===== src/mlp_defines.svh =====
`ifndef MLP_DEFINES_SVH
`define MLP_DEFINES_SVH

// data path width
`define WORD_WIDTH 32

// network shape
`define IN_COUNT 15
`define HIDDEN_COUNT 4
`define OUT_COUNT 2

// ReLU rescale window, sum bits RESCALE_MSB down to FRAC_BITS
`define FRAC_BITS 13
`define RESCALE_MSB 28

// register stages per dense layer
`define LAYER_DEPTH 3

`endif

===== src/fixedPointPkg.sv =====
`default_nettype none

`include "mlp_defines.svh"

package fixedPointPkg;

	// widest row holds IN_COUNT weights plus the bias
	localparam int ROW_WORDS = `IN_COUNT + 1;

	// activations are treated as raw fixed-point words
	typedef logic [`WORD_WIDTH-1:0] activationT;

	typedef logic signed [`WORD_WIDTH-1:0] weightT;

	// sums wrap at the word width
	typedef logic [`WORD_WIDTH-1:0] accumT;

	// entry i is weight i for i < INPUTS, entry INPUTS is the bias
	// entries above the bias are padding and stay zero
	typedef weightT [ROW_WORDS-1:0] weightRowT;

endpackage

`default_nettype wire


===== src/denseLayer.sv =====
`timescale 1ns/100ps
`default_nettype none

`include "mlp_defines.svh"

module denseLayer
	import fixedPointPkg::*;
#(
	parameter int INPUTS = `IN_COUNT,
	parameter int NEURONS = `HIDDEN_COUNT,
	parameter weightRowT [NEURONS-1:0] WEIGHT_TABLE = '0
)
(
	input wire logic clk,
	input wire logic reset,

	// upstream handshake
	input wire logic inValid,
	output logic inReady,
	input wire activationT [INPUTS-1:0] inAct,

	// downstream handshake
	output logic outValid,
	input wire logic outReady,
	output activationT [NEURONS-1:0] outAct
);

	logic advance;  // shared by every neuron

	stageControl control
	(
		.clk(clk),
		.reset(reset),
		.upValid(inValid),
		.upReady(inReady),
		.downValid(outValid),
		.downReady(outReady),
		.advance(advance)
	);

	// all neurons see the same input vector, each with its own row
	for (genvar n = 0; n < NEURONS; n++)
	begin : gNeuron
		neuronNode #(
			.INPUTS(INPUTS),
			.WEIGHTS(WEIGHT_TABLE[n])
		) node
		(
			.clk(clk),
			.reset(reset),
			.advance(advance),
			.inAct(inAct),
			.result(outAct[n])
		);
	end

	// data on a blocked output must not change under the consumer
	property pDataHold;
		@(posedge clk) disable iff (reset)
		outValid && !outReady |=> $stable(outAct);
	endproperty

	assert property (pDataHold)
	else $error("denseLayer: outAct changed while the output was stalled");

endmodule

`default_nettype wire


===== src/stageControl.sv =====
`timescale 1ns/100ps
`default_nettype none

`include "mlp_defines.svh"

module stageControl
(
	input wire logic clk,
	input wire logic reset,
	input wire logic upValid,
	output logic upReady,
	output logic downValid,
	input wire logic downReady,
	output logic advance
);

	localparam int LAST = `LAYER_DEPTH - 1;

	// one valid bit per pipeline stage, bit 0 is the capture stage
	logic [`LAYER_DEPTH-1:0] stageValid;

	// whole pipe moves together, bubbles are kept
	assign advance = !stageValid[LAST] || downReady;
	assign upReady = advance;
	assign downValid = stageValid[LAST];

	always_ff @(posedge clk)
	begin
		if (reset)
			stageValid <= '0;
		else if (advance)
			stageValid <= {stageValid[LAST-1:0], upValid};
	end

	// a result offered downstream must wait there until taken
	property pValidHold;
		@(posedge clk) disable iff (reset)
		downValid && !downReady |=> downValid;
	endproperty

	assert property (pValidHold)
	else $error("stageControl: downValid dropped before it was accepted");

endmodule

`default_nettype wire


===== src/neuronNode.sv =====
`timescale 1ns/100ps
`default_nettype none

`include "mlp_defines.svh"

module neuronNode
	import fixedPointPkg::*;
#(
	parameter int INPUTS = `IN_COUNT,
	parameter weightRowT WEIGHTS = '0
)
(
	input wire logic clk,
	input wire logic reset,
	input wire logic advance,
	input wire activationT [INPUTS-1:0] inAct,
	output activationT result
);

	localparam int RESCALE_WIDTH = `RESCALE_MSB - `FRAC_BITS + 1;

	activationT [INPUTS-1:0] actReg;  // stage 1
	accumT sumReg;                    // stage 2
	accumT weightedSum;
	activationT rescaled;

	// multiply-accumulate, low word of every product is kept
	always_comb
	begin
		weightedSum = accumT'(WEIGHTS[INPUTS]);  // start from bias
		for (int i = 0; i < INPUTS; i++)
		begin
			weightedSum = weightedSum + actReg[i] * accumT'(WEIGHTS[i]);
		end
	end

	assign rescaled = {{(`WORD_WIDTH - RESCALE_WIDTH){1'b0}},
		sumReg[`RESCALE_MSB:`FRAC_BITS]};

	always_ff @(posedge clk)
	begin
		if (reset)
		begin
			actReg <= '0;
			sumReg <= '0;
			result <= '0;
		end
		else if (advance)
		begin
			actReg <= inAct;
			sumReg <= weightedSum;

			// relu, negative sums clamp to zero
			if (sumReg[`WORD_WIDTH-1])
				result <= '0;
			else
				result <= rescaled;
		end
	end

endmodule

`default_nettype wire


===== config.mk =====
export PLATFORM = sky130hd
export DESIGN_NAME = denseLayer
export DESIGN_NICKNAME = d
export VERILOG_FILES = /design/src/fixedPointPkg.sv /design/src/denseLayer.sv /design/src/stageControl.sv /design/src/neuronNode.sv
export VERILOG_INCLUDE_DIRS = /design/src /design/src/src
export SDC_FILE = /design/constraint.sdc
export NUM_CORES = 1
export LEC_CHECK = 0
export BUFFER_PORTS_ARGS = -buffer_cell sky130_fd_sc_hd__buf_2
export CAP_MARGIN = 20
export CORE_AREA = 2 2 242 244
export CTS_BUF_LIST = sky130_fd_sc_hd__clkbuf_2
export DETAILED_ROUTE_END_ITERATION = 6
export DIE_AREA = 0 0 244 246
export PLACE_DENSITY = 0.3
export SLEW_MARGIN = 20
export SYNTH_ARGS = -nofsm -noshare
export SYNTH_HDL_FRONTEND = slang
export SYNTH_HIERARCHICAL = 1
export SYNTH_SLANG_ARGS = --single-unit
export TNS_END_PERCENT = 1

===== constraint.sdc =====
create_clock -name clk -period 1.25 [get_ports clk]
set_input_delay 0.0625 -clock clk [delete_from_list [all_inputs] [get_ports clk]]
set_output_delay 0.0625 -clock clk [all_outputs]
set_load 0.02 [all_outputs]

==> flow_summary.ini, run 1 <==
[synthesis]
ys_types = 11
synth-simple-area-share_pct = 3.375
synth_compound_area_share_pct = 1.237
yosys.area_share.adder_pct = 0
syn_area_per_cell_um2 = 7.671
yosysTopAreaCellShare_pct = 87.06
ys_seq_area_share_pct = 5.399
ys_top_cells_by_area = buf_4, dfxtp_1, conb_1
synthMuxAreaShare_pct = 0.8999
synth_warnings = 6
synthXorXnorAreaFrac_pct = 0
synth_top_cell_by_area = buf_4
synthCells = 145
synth_top_family_by_area = buffers and inverters
synth_area_mm2 = 0.001112
synth-seq-cells = 3

[cts]
cts_buffer_depth = 2
cts-htree-levels = 1
cts_tree = built
clk_latency_ns = 0.20
clock-sinks = 3
holdBufCountCts = 0
path_clk_slew_ns = 0.04
post-cts-setup-buffers = 0
cts-resized-gates = 0
root_buffer = clkbuf_2
numCtsBuffers = 3

[critical_path]
crit_arrival_ns = 0.95
crit_path_start_kind = flop
cpPeakStageDelay_ns = 0.35
cp.required_ns = 1.19
path_max_fanout = 3
r2r_start = control/stageValid[2]
slowest_stage = dfxtp_1
reg2reg_depth = 2
crit_type = reg2out
r2r-end = control/stageValid[0]
cp-end-kind = output pin
r2r_slack_ns = 0.46
worstPathCellList = nor2b_4, inv_2, buf_2

[power_and_ir_drop]
p_leak_nw = 0.4925
total_power_mw = 0.6061
ir_worst_vdd_v = 0.0001752
powerDensity_mw_per_mm2 = 375.5

[global_route]
grt_pass1_wl_um = 1000
overflow = 0
grt_max_degree = 5
grt_usage_pct = 0.3819
grt_pass1_vias = 186
antenna_found_initial = 1

[sta]
clock_skew_ns = 0.002006
slew_viol_final = 0
finalSetupViolCount = 0
timing.final.crit_share_pct = 81.19
rsz0062_at_grt = false
min_period_ns = 1.015
fin_ws_ns = 0.2351
fin_tns_setup_ns = 0
fin_hold_ws_ns = 0.04588
hold_violations = 0
fmax_mhz = 985.3

[hold_path]
whs_path_depth = 2
hold_path_class = in2reg
hold_path_startpoint = reset
hold_end = control/stageValid[2]

[finish]
final-seq-area_um2 = 60.06
top_regs = control/stageValid (3)
mostFrequentLayoutCell = conb_1
layout-drive-gt1-share_pct = 8.054
multi_input_area_um2 = 541.8
finalNetCount = 634
top_register = control/stageValid
largest_reg_flops = 3
num-fill-cells = 6839
final_cell_mix = conb_1, buf_2, clkbuf_2, dfxtp_1, nand2b_1
area_growth_syn_to_layout_pct = 45.11
instances_no_fill = 915

[drt]
dr.pass1.iters = 2
vias = 438
detail-route-antenna-nets = 0
post_drt_wl_per_cell_um = 1.314
drt_iter0_drc = 6
wirelength_um = 1202
via_per_inst = 0.4787
drc = 0

[place]
gp_congestion = 0.4862
hpwl_um = 1114
io_buffers = 5
placedCellCount = 910
dp_slack_ns = 0.4546

[floorplan]
die_x_um = 244
io_pins = 614
die_h_um = 246
start_util_pct = 1.939
coreArea_mm2 = 0.05737
std_cell_rows = 88
die_area_mm2 = 0.06002

[outcome]
status = complete, no violations

[job]
maxCapViolations = 0
==> critical path: cells and delay by family, from the launching register on <==
kind / cells / cell delay, ns
buffers and inverters: 2 / 0.21
flip-flops: 1 / 0.35
AND/OR/NAND/NOR: 1 / 0.19
==> logic make-up (layout without fill, tap and decap cells) <==
group	after synthesis	count (layout)
other cells	4	129
mux	1	1
simple gates	4	4
buf+inv	131	11
flops	3	3
compound gates	2	2
==> worst max-delay path by stage <==
stage / start / end / slack, ns / depth (start not counted)
after detailed placement: control/stageValid[2] / inReady / 0.45 / 3
after CTS: control/stageValid[2] / inReady / 0.20 / 3
after floorplan: control/stageValid[2] / inReady / 0.35 / 3
final: control/stageValid[2] / inReady / 0.24 / 3
after global placement: control/stageValid[2] / inReady / 0.46 / 3
after global routing: control/stageValid[2] / inReady / 0.16 / 3
==> through the flow <==
step           utilization (%)  area [um2]
6_report                 2.814        1614
4_1_cts                  2.809        1612
2_1_floorplan                -        1578
5_1_grt                  2.814        1614
3_3_place_gp             2.774        1592
3_5_place_dp             2.774        1592
==> cells in the mapped netlist (all sizes together) <==
library cell  instances
a21oi                 1
buf                 129
conb                  4
dfxtp                 3
inv                   2
mux2i                 1
nand2b                2
nand4bb               1
nor2b                 1
o21ai                 1
==> area by class of cell <==
cell class                 count  area share (%)
antenna                        1          0.1550
tap                          765           59.30
clock buffer                   4           1.240
inverter                       2          0.4651
sequential                     3           3.721
multi-input combinational    135           33.57
timing repair buffer           5           1.550
==> power by group <==
part | switching (mW) | total [mW] | internal [mW]
logic | 0.354 | 0.365 | 0.0112
clock network | 0.0533 | 0.138 | 0.0845
registers | 0.00253 | 0.103 | 0.101
total | 0.410 | 0.606 | 0.197
==> routing by layer <==
layer  global-route usage, %  part of all wire, %  vias up  wire length, um
met3                   1.024                   42        2              501
met1                  0.1310                   13      176              159
li1                        -                    -      186                -
met5                       0                    0        -                0
met4                  0.3228                  1.2        0               15
met2                  0.2757                   44       74              526
No activity file was read; power rests on OpenSTA's default activity.
==> run 2: changes to the inputs <==
- CORE_AREA: 2 2 242 244 -> 2 2 237 239
- DIE_AREA: 0 0 244 246 -> 0 0 239 241
- clock period: 1.25 -> 1 ns (I/O delays scaled with it)
==> flow_summary.ini, run 2 (synthesis results as in run 1) <==
[critical_path]
crit_path_start_kind = flop
crit_type = reg2out
path_max_fanout = 3
cp-end-kind = output pin
crit_arrival_ns = 0.90
cp.required_ns = 0.95

[global_route]
grt_pass1_vias = 162
grt_max_degree = 5
grt_usage_pct = 0.3846
grt_pass1_wl_um = 938
antenna_found_initial = 1
overflow = 0

[floorplan]
coreArea_mm2 = 0.05488
start_util_pct = 2.027
io_pins = 614
die_h_um = 241
die_area_mm2 = 0.05760
die_x_um = 239
std_cell_rows = 86

[cts]
clk_latency_ns = 0.21
cts_tree = built
cts_buffer_depth = 2
root_buffer = clkbuf_2
numCtsBuffers = 3
path_clk_slew_ns = 0.05
clock-sinks = 3
cts-htree-levels = 1
holdBufCountCts = 0

[drt]
vias = 447
drc = 0
dr.pass1.iters = 4
detail-route-antenna-nets = 0
wirelength_um = 1272
via_per_inst = 0.5228
drt_iter0_drc = 7
post_drt_wl_per_cell_um = 1.488

[sta]
finalSetupViolCount = 0
slew_viol_final = 0
fin_tns_setup_ns = 0
min_period_ns = 0.9504
fin_hold_ws_ns = 0.03348
clock_skew_ns = 0.0007469
fin_ws_ns = 0.04959
rsz0062_at_grt = false
fmax_mhz = 1052
timing.final.crit_share_pct = 95.04
hold_violations = 0

[power_and_ir_drop]
pwr-share-comb_pct = 60.2
p_seq_share_pct = 17.0
powerDensity_mw_per_mm2 = 492.9
p_clk_share_pct = 22.8
total_power_mw = 0.7622
p_switching_mw = 0.5152
ir_worst_vdd_v = 0.0003810
swShare_pct = 67.58
power.internal_mw = 0.2471
p_leak_nw = 0.4984

[finish]
area_growth_syn_to_layout_pct = 39.03
layout-drive-gt1-share_pct = 9.333
top_register = control/stageValid
largest_reg_flops = 3
mostFrequentLayoutCell = conb_1
top_regs = control/stageValid (3)
final_cell_mix = conb_1, buf_2, clkbuf_2, nand2b_1, dfxtp_1
finalNetCount = 635

[place]
io_buffers = 5
hpwl_um = 1124
dp_slack_ns = 0.1919
gp_congestion = 0.5133

[job]
maxCapViolations = 0

[outcome]
status = complete, no violations

[hold_path]
hold_path_class = in2reg
run 2: cell count changes in the layout (fill, tap and decap cells not counted), sizes merged:
cell,before,now
buf,5,6
run 2: final timing paths:
kind	startpoint	cells past startpoint	slack (ns)	end
worst max register to register	control/stageValid[2]	3	0.14	control/stageValid[0]
worst min register to register	control/stageValid[1]	2	0.46	control/stageValid[2]
worst min-delay path	reset	2	0.03	control/stageValid[2]
worst max-delay path	control/stageValid[2]	3	0.05	inReady
run 2: metal layers:
| metal | share of wire [%] | vias up | GRT usage [%] | wire length [um] |
|---|---|---|---|---|
| li1 | - | 189 | - | - |
| met1 | 14 | 186 | 0.1515 | 177 |
| met2 | 46 | 72 | 0.2467 | 591 |
| met3 | 39 | 0 | 1.064 | 502 |
| met4 | 0 | 0 | 0.2841 | 0 |
| met5 | 0 | - | 0 | 0 |
run 2: per-stage QoR:
stage,cells,area (um2),utilization (%)
floorplan,269,1578,-
global placement,849,1515,2.761
detailed placement,849,1515,2.761
CTS,854,1544,2.814
global route,855,1546,2.818
finish,855,1546,2.818
run 2: critical path, stage by stage, from the launching register on:
cell and delay [ns]:
dfxtp_2 0.34, nor2b_4 0.15, inv_2 0.05, buf_2 0.15
run 2: area by class of cell:
cell class | instances | area, um2
multi-input combinational | 135 | 541.8
fill | 6565 | 53330
antenna | 1 | 2.502
tap | 704 | 880.8
timing repair buffer | 6 | 32.53
inverter | 2 | 7.507
sequential | 3 | 61.31
clock buffer | 4 | 20.02
run 2: power groups by stage:
stage	clock (mW)	combinational, mW	sequential (mW)
global placement	0	0.443	0.131
floorplan	0	0.815	0.132
detailed placement	0	0.443	0.131
CTS	0.190	0.445	0.129
finish	0.174	0.459	0.130
global route	0.190	0.494	0.130
run 2: timing repair:
item / CTS / global route
resized for setup: 1 / 0
endpoints found under the setup margin: 1 / 0
setup buffers: 1 / 0
==> run 3: changes to the inputs <==
- PLACE_DENSITY: 0.3 -> unset
- RECOVER_POWER: unset -> 25
==> flow_summary.ini, run 3 (synthesis results as in run 1) <==
[global_route]
grt_pass1_wl_um = 786
overflow = 0
grt_max_degree = 5
grt_usage_pct = 0.3359
grt_pass1_vias = 140
antenna_found_initial = 1

[place]
io_buffers = 5
gp_congestion = 0.4425
dp_slack_ns = 0.2174
hpwl_um = 1065

[drt]
wl_met3_um = 400
vias = 440
wl_met1_um = 128
wirelength_um = 1133
via_per_inst = 0.5152
detail-route-antenna-nets = 0
dr.pass1.iters = 2
drc = 0
routed.top_layer = met4
drt_iter0_drc = 1
dr_wl_met2_um = 512
post_drt_wl_per_cell_um = 1.327

[critical_path]
slowest_stage = dfxtp_2
crit_type = reg2out
crit_arrival_ns = 0.88
cpPeakStageDelay_ns = 0.32
crit_path_start_kind = flop
reg2reg_depth = 2
cp-end-kind = output pin
r2r_slack_ns = 0.25
r2r_start = control/stageValid[2]
cp.required_ns = 0.95
r2r-end = control/stageValid[0]
path_max_fanout = 3
worstPathCellList = nor2b_4, inv_2, buf_6

[cts]
path_clk_slew_ns = 0.04
post-cts-setup-buffers = 0
clock-sinks = 3
numCtsBuffers = 3
clk_latency_ns = 0.20
cts-htree-levels = 1
root_buffer = clkbuf_2
cts_tree = built
cts_buffer_depth = 2

[sta]
fmax_mhz = 1078
hold_violations = 0
clock_skew_ns = 0.004001
fin_ws_ns = 0.07225
timing.final.crit_share_pct = 92.77
slew_viol_final = 0
finalSetupViolCount = 0
min_period_ns = 0.9277
fin_tns_setup_ns = 0
rsz0062_at_grt = false

[floorplan]
coreArea_mm2 = 0.05488
std_cell_rows = 86
start_util_pct = 2.027
die_x_um = 239
die_area_mm2 = 0.05760
die_h_um = 241
io_pins = 614

[power_and_ir_drop]
p_leak_nw = 0.4965
swShare_pct = 67.20
power.internal_mw = 0.2472
p_switching_mw = 0.5064
p_clk_share_pct = 22.0
powerDensity_mw_per_mm2 = 487.6
pwr-share-comb_pct = 60.8
p_seq_share_pct = 17.2
ir_worst_vdd_v = 0.0001539

[hold_path]
hold_path_startpoint = reset
hold_end = control/stageValid[2]
whs_path_depth = 2
hold_path_class = in2reg

[finish]
largest_reg_flops = 3
finalNetCount = 634
layout-drive-gt1-share_pct = 8.725
mostFrequentLayoutCell = conb_1
top_regs = control/stageValid (3)
top_register = control/stageValid
area_growth_syn_to_layout_pct = 38.92
final_cell_mix = conb_1, clkbuf_2, buf_2, nand2b_1, dfxtp_1

[outcome]
status = complete, no violations

[job]
maxCapViolations = 0
-- run 3: cell count changes in the layout (fill, tap and decap cells not counted), sizes merged --
cell / delta
buf: -1
-- run 3: final cells by class --
type	count	area (um2)
Antenna cell	1	2.502
Clock buffer	4	20.02
Sequential cell	3	61.31
Tap cell	704	880.8
Timing Repair Buffer	5	31.28
Multi-Input combinational cell	135	541.8
Fill cell	6614	53330
Inverter	2	7.507
-- run 3: timing repair --
action	CTS	global route
hold buffers	0	0
setup endpoints to repair	0	1
gates resized for setup	0	3
-- run 3: worst max-delay path, delay by kind of cell, from the launching register on --
family        cells  cell delay, ns
flops             1            0.32
buf+inv           2            0.19
simple gates      1            0.17
-- run 3: metal layers --
layer	up-vias	track usage, %
li1	186	-
met1	177	0.09645
met2	75	0.2202
met3	2	0.6176
met4	0	0.8523
met5	-	0
-- run 3: how the worst max path moves through the flow --
stage | cells after the start | from | slack (ns) | to
after CTS | 3 | control/stageValid[2] | 0.004 | inReady
after floorplan | 3 | control/stageValid[2] | 0.11 | inReady
after global routing | 3 | control/stageValid[2] | 0.009 | inReady
after global placement | 2 | control/stageValid[2] | 0.23 | control/stageValid[0]
final | 3 | control/stageValid[2] | 0.07 | inReady
after detailed placement | 2 | control/stageValid[2] | 0.22 | control/stageValid[0]
-- run 3: stage by stage --
step | area [um2] | cells | hold WS (ns) | utilization [%] | total power [mW]
2_1_floorplan | 1578 | 269 | 0.1124 | - | 0.9473
3_3_place_gp | 1515 | 849 | 0.2419 | 2.761 | 0.5732
3_5_place_dp | 1515 | 849 | 0.2501 | 2.761 | 0.5740
4_1_cts | 1535 | 853 | 0.02831 | 2.798 | 0.7491
5_1_grt | 1545 | 854 | 0.01527 | 2.816 | 0.8122
6_report | 1545 | 854 | 0.02988 | 2.816 | 0.7535
-- run 3: power groups by stage --
stage | registers [mW] | clock network (mW) | logic (mW)
global route | 0.130 | 0.191 | 0.491
detailed placement | 0.131 | 0 | 0.443
finish | 0.130 | 0.166 | 0.458
global placement | 0.131 | 0 | 0.442
floorplan | 0.132 | 0 | 0.815
CTS | 0.129 | 0.177 | 0.443
